===== src/hdl/gpio_pkg.sv =====
package gpio_pkg;

  ////////////////////////////////////////////////////////////////////////////
  // Sizes
  ////////////////////////////////////////////////////////////////////////////

  // Number of GPIO pads on the port
  localparam int GPIO_WIDTH     = 21;
  // APB byte address and data widths
  localparam int APB_ADDR_WIDTH = 8;
  localparam int APB_DATA_WIDTH = 32;
  // Flops between the pad and the first use of its value
  localparam int SYNC_STAGES    = 2;

  // One bit per pin
  typedef logic [GPIO_WIDTH-1:0] gpio_vec_t;

  // Interrupt kind, built per pin from {kind_hi, kind_lo}
  typedef enum logic [1:0] {
    IRQ_RISE       = 2'd0,
    IRQ_FALL       = 2'd1,
    IRQ_LEVEL_LOW  = 2'd2,
    IRQ_LEVEL_HIGH = 2'd3
  } irq_kind_t;

  ////////////////////////////////////////////////////////////////////////////
  // Register map, byte offsets
  ////////////////////////////////////////////////////////////////////////////

  // Direction, a 1 makes the pin an output
  localparam logic [APB_ADDR_WIDTH-1:0] REG_DIR         = 8'h00;
  // Output values
  localparam logic [APB_ADDR_WIDTH-1:0] REG_OUT         = 8'h04;
  // Synchronized pad inputs, read only
  localparam logic [APB_ADDR_WIDTH-1:0] REG_IN          = 8'h08;
  // Per pin interrupt enable
  localparam logic [APB_ADDR_WIDTH-1:0] REG_IRQ_EN      = 8'h0C;
  // Kind bit 0 and kind bit 1 of every pin
  localparam logic [APB_ADDR_WIDTH-1:0] REG_IRQ_KIND_LO = 8'h10;
  localparam logic [APB_ADDR_WIDTH-1:0] REG_IRQ_KIND_HI = 8'h14;
  // Sticky status, write ones to clear
  localparam logic [APB_ADDR_WIDTH-1:0] REG_IRQ_STATUS  = 8'h18;

endpackage


===== src/hdl/gpio_irq_if.sv =====
`timescale 1ns/1ps

// Configuration and status between the register block and the interrupt unit
// All signals are valid every cycle, there is no handshake
interface gpio_irq_if
  import gpio_pkg::*;
();

  // Per pin enable
  gpio_vec_t enable;
  // Kind bits, combined per pin as {kind_hi, kind_lo}
  gpio_vec_t kind_lo;
  gpio_vec_t kind_hi;
  // One cycle pulse on a status write, ones clear the matching bits
  gpio_vec_t clear;
  // Sticky status held in the interrupt unit
  gpio_vec_t status;

  // Register side
  modport regs_mp (
    output enable,
    output kind_lo,
    output kind_hi,
    output clear,
    input  status
  );

  // Interrupt unit side
  modport irq_mp (
    input  enable,
    input  kind_lo,
    input  kind_hi,
    input  clear,
    output status
  );

endinterface


===== src/hdl/gpio_input_sync.sv =====
`timescale 1ns/1ps

// Pad input synchronizer
// The last stage also feeds a delayed copy used for edge detection
module gpio_input_sync
  import gpio_pkg::*;
(
  input  logic      s_clk,
  input  logic      rst_n_i,
  input  gpio_vec_t gpio_i,
  output gpio_vec_t sync_o,
  output gpio_vec_t sync_prev_o
);

  // Synchronizer chain, stage 0 samples the asynchronous pads
  gpio_vec_t sync_q [SYNC_STAGES];
  // One more cycle of history
  gpio_vec_t prev_q;

  always_ff @(posedge s_clk) begin
    if (!rst_n_i) begin
      for (int s = 0; s < SYNC_STAGES; s++) begin
        sync_q[s] <= '0;
      end
      prev_q <= '0;
    end else begin
      sync_q[0] <= gpio_i;
      // Shift along the chain
      for (int s = 1; s < SYNC_STAGES; s++) begin
        sync_q[s] <= sync_q[s-1];
      end
      // Value seen one cycle before the current synchronized value
      prev_q <= sync_q[SYNC_STAGES-1];
    end
  end

  // Pad change appears here SYNC_STAGES cycles later
  assign sync_o      = sync_q[SYNC_STAGES-1];
  assign sync_prev_o = prev_q;

endmodule


===== src/hdl/gpio_irq_unit.sv =====
`timescale 1ns/1ps

// Per pin interrupt detection with sticky status
module gpio_irq_unit
  import gpio_pkg::*;
(
  input  logic      s_clk,
  input  logic      rst_n_i,
  input  gpio_vec_t sync_i,
  input  gpio_vec_t sync_prev_i,
  gpio_irq_if.irq_mp irq,
  output logic      irq_o
);

  ////////////////////////////////////////////////////////////////////////////
  // Event detection
  ////////////////////////////////////////////////////////////////////////////

  // Raw conditions for every pin
  gpio_vec_t rise;
  gpio_vec_t fall;
  // Event selected by each pin's kind, masked by its enable
  gpio_vec_t event_vec;
  gpio_vec_t status_q;

  // Edges come from the synchronized value and its delayed copy
  assign rise = sync_i & ~sync_prev_i;
  assign fall = ~sync_i & sync_prev_i;

  always_comb begin
    irq_kind_t kind;
    event_vec = '0;
    kind      = IRQ_RISE;
    for (int i = 0; i < GPIO_WIDTH; i++) begin
      kind = irq_kind_t'({irq.kind_hi[i], irq.kind_lo[i]});
      case (kind)
        IRQ_RISE:       event_vec[i] = rise[i];
        IRQ_FALL:       event_vec[i] = fall[i];
        // Level kinds fire every cycle the level holds
        IRQ_LEVEL_LOW:  event_vec[i] = ~sync_i[i];
        IRQ_LEVEL_HIGH: event_vec[i] = sync_i[i];
        default:        event_vec[i] = 1'b0;
      endcase
      // Disabled pins never fire
      event_vec[i] = event_vec[i] & irq.enable[i];
    end
  end

  ////////////////////////////////////////////////////////////////////////////
  // Sticky status
  ////////////////////////////////////////////////////////////////////////////

  always_ff @(posedge s_clk) begin
    if (!rst_n_i) begin
      status_q <= '0;
    end else begin
      // Clear first, then set, so a new event wins over a clear
      status_q <= (status_q & ~irq.clear) | event_vec;
    end
  end

  assign irq.status = status_q;

  // Combined interrupt line
  assign irq_o = |status_q;

endmodule


===== src/hdl/gpio_apb_regs.sv =====
`timescale 1ns/1ps

// APB slave with the GPIO configuration registers
// Pad outputs come straight from the direction and output registers
module gpio_apb_regs
  import gpio_pkg::*;
(
  input  logic                      s_clk,
  input  logic                      rst_n_i,
  input  logic                      psel_i,
  input  logic                      penable_i,
  input  logic                      pwrite_i,
  input  logic [APB_ADDR_WIDTH-1:0] paddr_i,
  input  logic [APB_DATA_WIDTH-1:0] pwdata_i,
  output logic [APB_DATA_WIDTH-1:0] prdata_o,
  output logic                      pready_o,
  output logic                      pslverr_o,
  input  gpio_vec_t                 sync_i,
  gpio_irq_if.regs_mp               irq,
  output gpio_vec_t                 gpio_o,
  output gpio_vec_t                 gpio_oe_o
);

  ////////////////////////////////////////////////////////////////////////////
  // Decode
  ////////////////////////////////////////////////////////////////////////////

  // Access cycle of a transfer
  logic      access;
  // Offset maps to a register
  logic      addr_hit;
  // Transfer gets an error response
  logic      bad_xfer;
  // Write that updates state
  logic      wr_en;
  // Register value addressed by paddr_i
  gpio_vec_t rd_val;
  // Write data cut to pin width
  gpio_vec_t wdata;

  // Configuration registers
  gpio_vec_t dir_q;
  gpio_vec_t out_q;
  gpio_vec_t irq_en_q;
  gpio_vec_t kind_lo_q;
  gpio_vec_t kind_hi_q;

  assign access = psel_i & penable_i;
  assign wdata  = pwdata_i[GPIO_WIDTH-1:0];

  always_comb begin
    addr_hit = 1'b1;
    rd_val   = '0;
    case (paddr_i)
      REG_DIR:         rd_val = dir_q;
      REG_OUT:         rd_val = out_q;
      REG_IN:          rd_val = sync_i;
      REG_IRQ_EN:      rd_val = irq_en_q;
      REG_IRQ_KIND_LO: rd_val = kind_lo_q;
      REG_IRQ_KIND_HI: rd_val = kind_hi_q;
      REG_IRQ_STATUS:  rd_val = irq.status;
      default:         addr_hit = 1'b0;
    endcase
  end

  // Unmapped offsets and writes to the input register are errors
  assign bad_xfer = ~addr_hit | (pwrite_i & (paddr_i == REG_IN));
  // Error transfers change nothing
  assign wr_en    = access & pwrite_i & ~bad_xfer;

  ////////////////////////////////////////////////////////////////////////////
  // Response
  ////////////////////////////////////////////////////////////////////////////

  // Zero wait states, every access cycle completes
  assign pready_o  = 1'b1;
  assign pslverr_o = access & bad_xfer;
  // Read data only during a read access, upper bits are zero
  assign prdata_o  = (access & ~pwrite_i)
                   ? {{(APB_DATA_WIDTH-GPIO_WIDTH){1'b0}}, rd_val}
                   : '0;

  ////////////////////////////////////////////////////////////////////////////
  // Registers
  ////////////////////////////////////////////////////////////////////////////

  // Writes land at the edge that ends the access cycle
  always_ff @(posedge s_clk) begin
    if (!rst_n_i) begin
      dir_q     <= '0;
      out_q     <= '0;
      irq_en_q  <= '0;
      kind_lo_q <= '0;
      kind_hi_q <= '0;
    end else if (wr_en) begin
      case (paddr_i)
        REG_DIR:         dir_q     <= wdata;
        REG_OUT:         out_q     <= wdata;
        REG_IRQ_EN:      irq_en_q  <= wdata;
        REG_IRQ_KIND_LO: kind_lo_q <= wdata;
        REG_IRQ_KIND_HI: kind_hi_q <= wdata;
        default: ;
      endcase
    end
  end

  // Status clear pulse, lasts exactly the access cycle
  assign irq.clear   = (wr_en && paddr_i == REG_IRQ_STATUS) ? wdata : '0;
  assign irq.enable  = irq_en_q;
  assign irq.kind_lo = kind_lo_q;
  assign irq.kind_hi = kind_hi_q;

  // Pad drive
  assign gpio_o    = out_q;
  assign gpio_oe_o = dir_q;

endmodule


===== src/hdl/apb_gpio_top.sv =====
`timescale 1ns/1ps

// 21 pin APB GPIO with per pin interrupts
module apb_gpio_top
  import gpio_pkg::*;
(
  input  logic                      s_clk,
  input  logic                      rst_n_i,
  // APB slave
  input  logic                      psel_i,
  input  logic                      penable_i,
  input  logic                      pwrite_i,
  input  logic [APB_ADDR_WIDTH-1:0] paddr_i,
  input  logic [APB_DATA_WIDTH-1:0] pwdata_i,
  output logic [APB_DATA_WIDTH-1:0] prdata_o,
  output logic                      pready_o,
  output logic                      pslverr_o,
  // Pads
  input  gpio_vec_t                 gpio_i,
  output gpio_vec_t                 gpio_o,
  output gpio_vec_t                 gpio_oe_o,
  // Combined interrupt
  output logic                      irq_o
);

  // Synchronized pads and their delayed copy
  gpio_vec_t sync;
  gpio_vec_t sync_prev;

  // Interrupt configuration and status
  gpio_irq_if irq_bus ();

  gpio_input_sync u_input_sync (
    .s_clk       (s_clk),
    .rst_n_i     (rst_n_i),
    .gpio_i      (gpio_i),
    .sync_o      (sync),
    .sync_prev_o (sync_prev)
  );

  gpio_apb_regs u_apb_regs (
    .s_clk     (s_clk),
    .rst_n_i   (rst_n_i),
    .psel_i    (psel_i),
    .penable_i (penable_i),
    .pwrite_i  (pwrite_i),
    .paddr_i   (paddr_i),
    .pwdata_i  (pwdata_i),
    .prdata_o  (prdata_o),
    .pready_o  (pready_o),
    .pslverr_o (pslverr_o),
    .sync_i    (sync),
    .irq       (irq_bus.regs_mp),
    .gpio_o    (gpio_o),
    .gpio_oe_o (gpio_oe_o)
  );

  gpio_irq_unit u_irq_unit (
    .s_clk       (s_clk),
    .rst_n_i     (rst_n_i),
    .sync_i      (sync),
    .sync_prev_i (sync_prev),
    .irq         (irq_bus.irq_mp),
    .irq_o       (irq_o)
  );

endmodule


===== config.mk =====
export PLATFORM = sky130hd
export DESIGN_NAME = apb_gpio_top
export DESIGN_NICKNAME = d
export VERILOG_FILES = /design/src/hdl/gpio_pkg.sv /design/src/hdl/gpio_irq_if.sv /design/src/hdl/gpio_input_sync.sv /design/src/hdl/gpio_irq_unit.sv /design/src/hdl/gpio_apb_regs.sv /design/src/hdl/apb_gpio_top.sv
export SDC_FILE = /design/constraint.sdc
export NUM_CORES = 1
export LEC_CHECK = 0
export BUFFER_PORTS_ARGS = -buffer_cell sky130_fd_sc_hd__buf_4
export CAP_MARGIN = 20
export CORE_MARGIN = 4
export CORE_UTILIZATION = 53
export CTS_BUF_LIST = sky130_fd_sc_hd__clkbuf_8
export DETAILED_ROUTE_END_ITERATION = 6
export PLACE_DENSITY = 0.79
export REMOVE_ABC_BUFFERS = 1
export SLEW_MARGIN = 10
export SYNTH_ARGS = -nofsm -noshare
export SYNTH_HDL_FRONTEND = slang
export SYNTH_SLANG_ARGS = --single-unit

===== constraint.sdc =====
create_clock -name s_clk -period 1.6 [get_ports s_clk]
set_clock_uncertainty 0.2 [all_clocks]
set_input_delay 0.16 -clock s_clk [delete_from_list [all_inputs] [get_ports s_clk]]
set_output_delay 0.16 -clock s_clk [all_outputs]
set_load 0.01 [all_outputs]

After elaboration in Yosys (flattened, before gate mapping) --
Memory sizes are Yosys's and may differ from the RTL's. Cells that the tools add are included. W data, S select, Z words.
Word-level totals: register bits 147, memory bits (writable) 42, input bits 66, memories 1
Memories:
- u_input_sync.sync_q | words 2, width 21, read ports 2, clocked after memory_dff 0, write ports 2, RTL line gpio_input_sync.sv:16 | gpio_vec_t sync_q [SYNC_STAGES];
Operators by class: eq/ne operators 69, multiplexer cells 29, bitwise operators 61, reduce and logical (&&, ||, !) cells 30
Operators with widths (count):
- $pmux W21 S7 | 1
- $eq A2 B2 Y1 const B | 42
- $mux W21 | 4
- $pmux W1 S4 | 21
- $and A21 B21 Y21 | 3
- $not A21 Y21 | 3
- $eq A2 B1 Y1 const B | 21
- $logic_not A2 Y1 | 21
- $and A1 B1 Y1 | 27
- $eq A8 B5 Y1 const B | 3
- $not A1 Y1 | 24
- $or A21 B21 Y21 | 1
- $reduce_or A21 Y1 | 1
- $eq A8 B4 Y1 const B | 2
- $reduce_and A2 Y1 | 5
- $eq A8 B3 Y1 const B | 1
- $logic_not A8 Y1 | 1
- $reduce_or A7 Y1 | 1
- $mux W1 | 3
- $or A1 B1 Y1 | 3
- $logic_and A1 B1 Y1 | 1

Logic depth before layout (Yosys ltp) --
Gate-level depths: netlist of the first run.
word-level depth 12, mapped depth 7, mapped depth without buffers 4

By module --
Synthesis of the first run repeated with hierarchy kept, for this count alone.
Unflattened totals: cells, all modules 981, area total of the unflattened synthesis 9117.5 µm²
By module, submodules not included:
- gpio_apb_regs | instances 1, cells an instance 606, area each 5554.1 µm², sequential area each 2102.0 µm²
- gpio_input_sync | instances 1, cells an instance 153, area each 1921.8 µm², sequential area each 1261.2 µm²
- gpio_irq_unit | instances 1, cells an instance 222, area each 1641.6 µm², sequential area each 420.4 µm²

Worst setup path before layout of the first run --
No wires, ideal clock.
kind reg2out, start register u_irq_unit.status_q[17], in the netlist u_irq_unit.irq.status[17], end output port irq_o, arrival 1.311 ns, path slack -0.071 ns, stages on the path, launching flop included 3, buffers on the path 0, path through dfxtp_1 or4_1 or4_1
Between the ends: longest elaborated chain between the ends 1
RTL lines:
- start, declared | RTL line gpio_irq_unit.sv:24 | gpio_vec_t status_q;
- start signal, assigned | RTL line gpio_irq_unit.sv:58 | status_q <= (status_q & ~irq.clear) | event_vec;
- $reduce_or A21 Y1 | RTL line gpio_irq_unit.sv:65 | assign irq_o = |status_q;
- end, declared | RTL line apb_gpio_top.sv:23 | output logic irq_o
No other way between the ends.

Final worst setup path of the first run --
start register u_irq_unit.status_q[13], in the netlist u_irq_unit.irq.status[13], end output port irq_o
Same word-level chain as after synthesis.

==> results of run 1 <==
worst min path at each step:
stage	start	end	slack, ns
after floorplan	rst_n_i	u_input_sync.sync_q[0][0]	0.08
after global placement	gpio_i[2]	u_input_sync.sync_q[0][2]	0.17
after detailed placement	gpio_i[19]	u_input_sync.sync_q[0][19]	0.17
after CTS	paddr_i[0]	u_apb_regs.gpio_oe_o[13]	0.11
after global routing	paddr_i[0]	u_apb_regs.gpio_oe_o[11]	0.17
final	paddr_i[0]	u_apb_regs.gpio_oe_o[13]	0.12
routing by layer:
metal / wire (µm) / track usage, %
met1: 10710 / 35.65
met2: 12810 / 46.89
met3: 1922 / 4.993
met4: 816 / 12.61
met5: 0 / 0
cell usage after synthesis, types with 3 or more instances:
| library cell | count |
|---|---|
| a21boi_1 | 20 |
| a21oi_1 | 51 |
| a22o_1 | 6 |
| a22oi_1 | 14 |
| a31o_2 | 21 |
| a31oi_1 | 28 |
| a32o_1 | 7 |
| and2_1 | 65 |
| and2b_1 | 3 |
| and3b_1 | 21 |
| buf_1 | 7 |
| buf_2 | 16 |
| buf_4 | 22 |
| buf_6 | 4 |
| clkbuf_1 | 37 |
| dfxtp_1 | 189 |
| mux2_2 | 12 |
| mux2i_1 | 20 |
| mux4_2 | 9 |
| nand2_1 | 99 |
| nand3_1 | 86 |
| nand4_1 | 7 |
| nor2_1 | 14 |
| nor2b_1 | 23 |
| nor3_1 | 43 |
| nor3b_1 | 3 |
| nor4_1 | 6 |
| o21ai_0 | 87 |
| o2bb2ai_1 | 9 |
where the power goes:
| group | leakage (µW) | switching [µW] | total [µW] | internal (µW) |
|---|---|---|---|---|
| Sequential | 0.00156 | 34.2 | 4790 | 4750 |
| Combinational | 0.00310 | 422 | 839 | 416 |
| Clock | 0.000207 | 1750 | 3450 | 1700 |
registers in the layout, indices dropped and copies added, names as in the netlist:
register	cells
u_input_sync.sync_q	42
u_apb_regs.irq.kind_hi	21
u_apb_regs.irq.kind_lo	21
u_irq_unit.irq.status	21
u_apb_regs.irq.enable	21
u_apb_regs.gpio_oe_o	21
u_input_sync.sync_prev_o	21
u_apb_regs.gpio_o	21
cells by family after synthesis:
family / after synthesis / share of synthesized area, %
AND/OR/NAND/NOR: 388 / 24.80
AO/OA/AOI/OAI: 254 / 18.76
flip-flops: 189 / 44.50
buffers and inverters: 87 / 5.416
multiplexers: 41 / 6.328
other: 2 / 0.08833
XOR/XNOR: 1 / 0.1030
worst max-delay path: cells and delay by family (launching register included):
family / cells / cell delay [ns]
buffers and inverters: 2 / 0.29
flip-flops: 1 / 0.34
AND/OR/NAND/NOR: 3 / 0.85
timing repair:
action	4_1_cts	5_1_grt
setup buffers	13	11
gates resized for setup	91	41
pin swaps	43	26
hold buffers	45	0
hold endpoints to repair	148	0
setup endpoints to repair	23	23
layout make-up:
type | count | area, µm²
clock buffer | 17 | 234.0
multi-input combinational | 696 | 4578
tap | 216 | 270.3
fill | 1096 | 4031
sequential | 189 | 3861
timing repair buffer | 317 | 2656
clock inverter | 15 | 196.4
metrics by stage:
stage	cells	power (µW)
6_report	1450	9072
5_1_grt	1450	9363
4_1_cts	1440	9051
3_5_place_dp	1351	5598
3_3_place_gp	1351	5585
2_1_floorplan	885	5104
==> run summary, run 1 <==
reg2reg path depth: 5
DP Worst Slack: -0.3827 ns
worst vdd ir: 0.5516 mV
beginning of the critical path: u_irq_unit.irq.status[13]
Final Net Count: 1,287
dpl cell area: 0.01033 mm²
Peak Freq: 432.2 MHz
gr usage total: 28.09%
crit path capture: irq_o
die height: 134.7 µm
worst path cell trace: nor4_2 -> buf_4 -> nand4_1 -> or4_4 -> buf_6
area delta synth->final: 38.75%
initial cell density of the core: 53.72%
Final ANT Viol Nets: 0
top post-synthesis cells by area: dfxtp_1, o21ai_0, nand3_1, and2_1, nand2_1
RSZ-0062 raised after global routing: yes
WP data arrival: 1.95 ns
final WL: 26,260 µm
PnR worst setup slack: -0.7137 ns
Sink Count: 189
CTS HTree Levels: 4
average cell area after synthesis: 8.838 µm²
Die X: 134.7 µm
Congestion Overflow GR: 0
post-route clock period utilization: 144.6%
drt wl/cell: 18.11 µm
Max FO, Critical Path: 2
Yosys cell types: 54
Top Ports: 143
MaxCap Viol Count: 0
critical path capture point type: primary output
hold slack: 0.1248 ns
most common cell after layout, fill and taps aside: buf_4
Clock Latency Late Sink: 0.48 ns
final core utilization: 74.53%
DR vias/cell: 5.801
Initial DRT Pass Iterations: 6
R2R Setup Slk: 0.14 ns
Leak: 0.004870 µW
DRC: 0
die area: 0.01813 mm²
design area: 0.01180 mm²
failing checks: negative setup slack
status: complete, but fails checks
CTS clk-pin slew, worst paths: 0.09 ns
Worst setup SP type: register
Final Critical Period: 2.314 ns
largest net degree at the start of global routing: 49
Worst Hold Class: primary input to register
deepest clock path buffer count: 2
final hold viol count: 0
# diodes: 0
dpl hpwl: 17,630 µm
R2R Path End: u_irq_unit.irq.status[17]
Root Buffer: clkbuf_8
EDFF count, synth: 0
Synth Instances: 962
Worst path slowest cell: or4_4
Rows: 46
hold depth: 5
Synth top area share: 44.50%
initial antenna violation count: 0
Setup TNS: -8.857 ns
synthesized area: 0.008502 mm²
final setup vio count: 22
Post-synth ARST share: 0%
flops & latches, synth: 189
port buffer count: 119
WS Path Type: register to primary output
Worst path max stage delay: 0.52 ns
prevailing post-synth register cell: dfxtp_1
layout cells sized above 1: 36.55%
number of global-route vias before repair: 7,886
most frequent cells in the layout: buf_4, dfxtp_1, nand2_1, nand3_1, o21ai_0
Yosys top cell by area: dfxtp_1
worst r2r src: u_apb_regs.irq.kind_lo[17]
first-pass GRT wire length: 40,230 µm
Pwr Density: 769.1 mW/mm²
synthesis warning total: 0
GP Congestion: 0.8936
TritonCTS clock tree: yes
vias: 8,412
Core Region: 0.01583 mm²
Inserted Clock Buffers: 17
Seq/Total Area, Yosys: 44.50%
Worst EP required: 1.24 ns
Slew Limit Fails: 0
initial drt markers: 803
No activity file was read; power rests on OpenSTA's default activity.
==> inputs of run 2 (changes only) <==
- CORE_ASPECT_RATIO: not set -> 0.5
==> run summary, run 2 (same netlist as run 1, synthesis figures left out) <==
crit-path leading delay family: simple AND/OR/NAND/NOR gates
initial cell density of the core: 54.59%
WS Path Type: register to primary output
Inserted Clock Buffers: 17
DR vias/cell: 5.907
number of global-route vias before repair: 8,346
Slew Limit Fails: 0
area delta synth->final: 38.84%
WP data arrival: 1.98 ns
CTS HTree Levels: 4
Die X: 187.1 µm
final setup vio count: 22
final WL: 27,190 µm
Clock Latency Late Sink: 0.49 ns
deepest clock path buffer count: 2
Rows: 32
Initial DRT Pass Iterations: 5
drt wl/cell: 18.86 µm
Worst Hold Class: primary input to register
Core Region: 0.01557 mm²
PnR worst setup slack: -0.7427 ns
hold slack: 0.1455 ns
Max FO, Critical Path: 2
layout cells sized above 1: 35.78%
failing checks: negative setup slack
CP dominant cell by count: or4_4
gr usage total: 28.99%
port buffer count: 119
most frequent cells in the layout: buf_4, dfxtp_1, nand2_1, nand3_1, o21ai_0
first-pass GRT wire length: 42,890 µm
post-route clock period utilization: 146.4%
Pwr Density: 768.5 mW/mm²
largest net degree at the start of global routing: 58
Worst setup SP type: register
Worst path max stage delay: 0.52 ns
DRC: 0
Final ANT Viol Nets: 0
GP Congestion: 0.8883
initial drt markers: 864
Leak: 0.004908 µW
Root Buffer: clkbuf_8
initial antenna violation count: 0
overall power: 9072 µW
dpl hpwl: 18,020 µm
Worst EP required: 1.24 ns
# diodes: 0
worst vdd ir: 0.6775 mV
fillers: 1,086
die area: 0.01825 mm²
Congestion Overflow GR: 0
most common cell after layout, fill and taps aside: buf_4
Peak Freq: 426.9 MHz
RSZ-0062 raised after global routing: yes
die height: 97.56 µm
R2R Setup Slk: 0.13 ns
critical path capture point type: primary output
vias: 8,518
Worst path slowest cell: or4_4
TritonCTS clock tree: yes
final hold viol count: 0
largest reg by FF count: u_input_sync.sync_q
DP Worst Slack: -0.2742 ns
Top Ports: 143
CTS clk-pin slew, worst paths: 0.11 ns
MaxCap Viol Count: 0
worst path cell trace: or4_4 -> or4_4 -> buf_6
status: complete, but fails checks
max FFs per register: 42
Worst Path Buf+Inv: 1
Setup TNS: -9.516 ns
Sink Count: 189
Final Net Count: 1,291
Final Critical Period: 2.343 ns
==> run 2: worst register-to-register path: stages (launching register included) <==
cell	delay (ns)
dfxtp_4	0.36
buf_4	0.14
and3b_1	0.18
nor3_1	0.16
a21oi_1	0.07
a31o_2	0.26
==> run 2: cell type report <==
cell class / instances / area (µm²) / share of cell area, %
well taps: 204 / 255.2 / 2.162
flip-flops and latches: 189 / 3871 / 32.80
multi-input cells: 696 / 4534 / 38.41
repair buffers: 321 / 2716 / 23.01
clock buffers: 17 / 234.0 / 1.982
clock inverters: 15 / 192.7 / 1.632
==> run 2: routing by layer <==
metal / GRT usage, % / routed length [µm] / part of all wire [%] / up-vias
met5: 0 / 0 / 0 / -
met4: 8.915 / 479 / 1.8 / 0
met3: 6.999 / 2226 / 8.2 / 52
met2: 47.91 / 12940 / 48 / 376
met1: 37.80 / 11550 / 42 / 4109
li1: - / - / - / 3981
==> run 2: final timing paths <==
kind                         startpoint                    endpoint  cells after the start
max reg2reg  u_apb_regs.irq.kind_lo[11]   u_irq_unit.irq.status[11]                      5
min                             rst_n_i  u_input_sync.sync_q[0][28]                      3
max           u_irq_unit.irq.status[17]                       irq_o                      3
min reg2reg   u_input_sync.sync_q[0][5]  u_input_sync.sync_q[0][26]                      1
==> run 2: power by group <==
part           internal [µW]  switching, µW  leakage [µW]
Combinational            417            419       0.00313
Sequential              4750           37.9       0.00156
Clock                   1470           1980      0.000212
Total                   6640           2430       0.00491
==> run 2: per-stage QoR <==
stage	instance area [µm²]	cells	util (%)
after floorplan	8079	885	-
after global placement	10280	1336	66.00
after detailed placement	10280	1336	66.00
after CTS	11620	1433	74.64
after global routing	11800	1442	75.79
final	11800	1442	75.79
==> run 2: repair_timing <==
| action | CTS | global route |
|---|---|---|
| pin swaps | 44 | 23 |
| resized for setup | 100 | 30 |
| hold buffers | 47 | 0 |
| setup endpoints to repair | 23 | 26 |
| gates cloned | 0 | 1 |
| buffers inserted | 19 | 10 |
| hold endpoints to repair | 151 | 0 |
==> inputs of run 3 (changes only) <==
- PLACE_DENSITY: 0.79 -> 0.76
- clock period: 1.6 -> 2.2 ns (I/O delays scaled with it)
==> run summary, run 3 (same netlist as run 1, synthesis figures left out) <==
# diodes: 0
Max FO, Critical Path: 3
critical path capture point type: primary output
Slew Limit Fails: 0
worst path cell trace: nor4_4 -> nand4_1 -> or4_4 -> buf_6
Worst Hold Class: primary input to register
status: complete, but fails checks
Worst path max stage delay: 0.51 ns
Congestion Overflow GR: 0
Final ANT Viol Nets: 0
CTS HTree Levels: 4
GP Congestion: 0.8788
Worst Path Buf+Inv: 1
max_slew headroom: 62.58%
Root Buffer: clkbuf_8
Worst setup SP type: register
DRC: 0
final WL: 24,300 µm
port buffer count: 119
vias: 8,030
fillers: 1,205
drt wl/cell: 18.15 µm
Sequential Area: 0.003810 mm²
R2R Setup Slk: 0.74 ns
WS Path Type: register to primary output
Rows: 32
Inserted Clock Buffers: 17
Final Critical Period: 2.356 ns
most frequent cells in the layout: dfxtp_1, buf_4, nand2_1, o21ai_0, nand3_1
area of the multi-input gates: 0.004355 mm²
final setup vio count: 2
deepest clock path buffer count: 2
initial cell density of the core: 54.59%
Leak: 0.004270 µW
dpl hpwl: 16,570 µm
Sink Count: 189
die height: 97.56 µm
final hold viol count: 0
initial drt markers: 642
Tightest Pin Transition: 0.5594 ns
layout cells sized above 1: 24.14%
PnR worst setup slack: -0.1565 ns
initial antenna violation count: 0
failing checks: negative setup slack
Initial DRT Pass Iterations: 5
area delta synth->final: 25.12%
Clock Latency Late Sink: 0.48 ns
Setup TNS: -0.2084 ns
DP Worst Slack: 0.1343 ns
largest net degree at the start of global routing: 69
DR vias/cell: 5.997
die area: 0.01825 mm²
CTS clk-pin slew, worst paths: 0.11 ns
final core utilization: 68.30%
Die X: 187.1 µm
Core Region: 0.01557 mm²
max FFs per register: 42
number of global-route vias before repair: 7,579
Final Net Count: 1,188
Top Ports: 143
hold slack: 0.1403 ns
most common cell after layout, fill and taps aside: dfxtp_1
first-pass GRT wire length: 38,690 µm
Worst EP required: 1.78 ns
Pwr Density: 589.5 mW/mm²
TritonCTS clock tree: yes
gr usage total: 25.98%
RSZ-0062 raised after global routing: yes
worst vdd ir: 0.3985 mV
WP data arrival: 1.94 ns
crit-path leading delay family: simple AND/OR/NAND/NOR gates
placed cell count: 1,254
MaxCap Viol Count: 0
Peak Freq: 424.4 MHz
largest reg by FF count: u_input_sync.sync_q
final std cells w/o fill: 1,339
post-route clock period utilization: 107.1%
Worst path slowest cell: or4_4
-- run 3: cell count changes in the layout (fill, tap and decap cells not counted), moves of 5 or more --
cell,previous run,this run
dfxtp_2,43,12
dfxtp_4,9,3
buf_6,15,3
buf_4,249,161
a21oi_1,45,50
a21oi_2,6,1
dfxtp_1,137,174
-- run 3: final timing paths --
kind	start	cells after the start	endpoint
max reg2reg	u_input_sync.sync_q[0][41]	4	u_irq_unit.irq.status[20]
min reg2reg	u_input_sync.sync_q[0][2]	1	u_input_sync.sync_q[0][23]
min	paddr_i[6]	5	u_apb_regs.gpio_oe_o[13]
max	u_irq_unit.irq.status[8]	4	irq_o
-- run 3: power by group --
group	total [µW]	internal (µW)	switching [µW]	leakage, µW
registers	3490	3460	25.7	0.00154
clock network	2270	890	1380	0.000192
logic	515	245	270	0.00254
-- run 3: metal layers --
layer / share of wire, % / vias to the layer above / track usage, %
met1: 44 / 3843 / 35.32
met2: 46 / 358 / 41.91
li1: - / 3785 / -
met5: 0 / - / 0
met3: 7.9 / 44 / 5.635
met4: 1.3 / 0 / 7.382
-- run 3: area by class of cell --
class                      count  share of cell area (%)
multi-input combinational    696                   40.94
sequential                   189                   35.82
timing repair buffer         218                   17.23
clock buffer                  19                   2.458
tap                          204                   2.399
clock inverter                13                   1.153
-- run 3: what timing repair did --
action,CTS,global route
gates resized for setup,13,18
endpoints found under the hold margin,154,0
gates cloned,0,0
setup buffers,3,1
hold buffers,49,0
endpoints found under the setup margin,1,9
pin swaps,6,4
-- run 3: worst min-delay path: cells and delay by family --
family / cells / cell delay, ns
buf+inv: 2 / 0.29
simple gates: 2 / 0.18
compound gates: 1 / 0.08
-- run 3: stage by stage --
step / total power (µW) / area (µm²)
3_5_place_dp: 4008 / 9639
6_report: 6271 / 10640
2_1_floorplan: 3712 / 8079
4_1_cts: 6284 / 10580
3_3_place_gp: 3998 / 9639
5_1_grt: 6479 / 10640
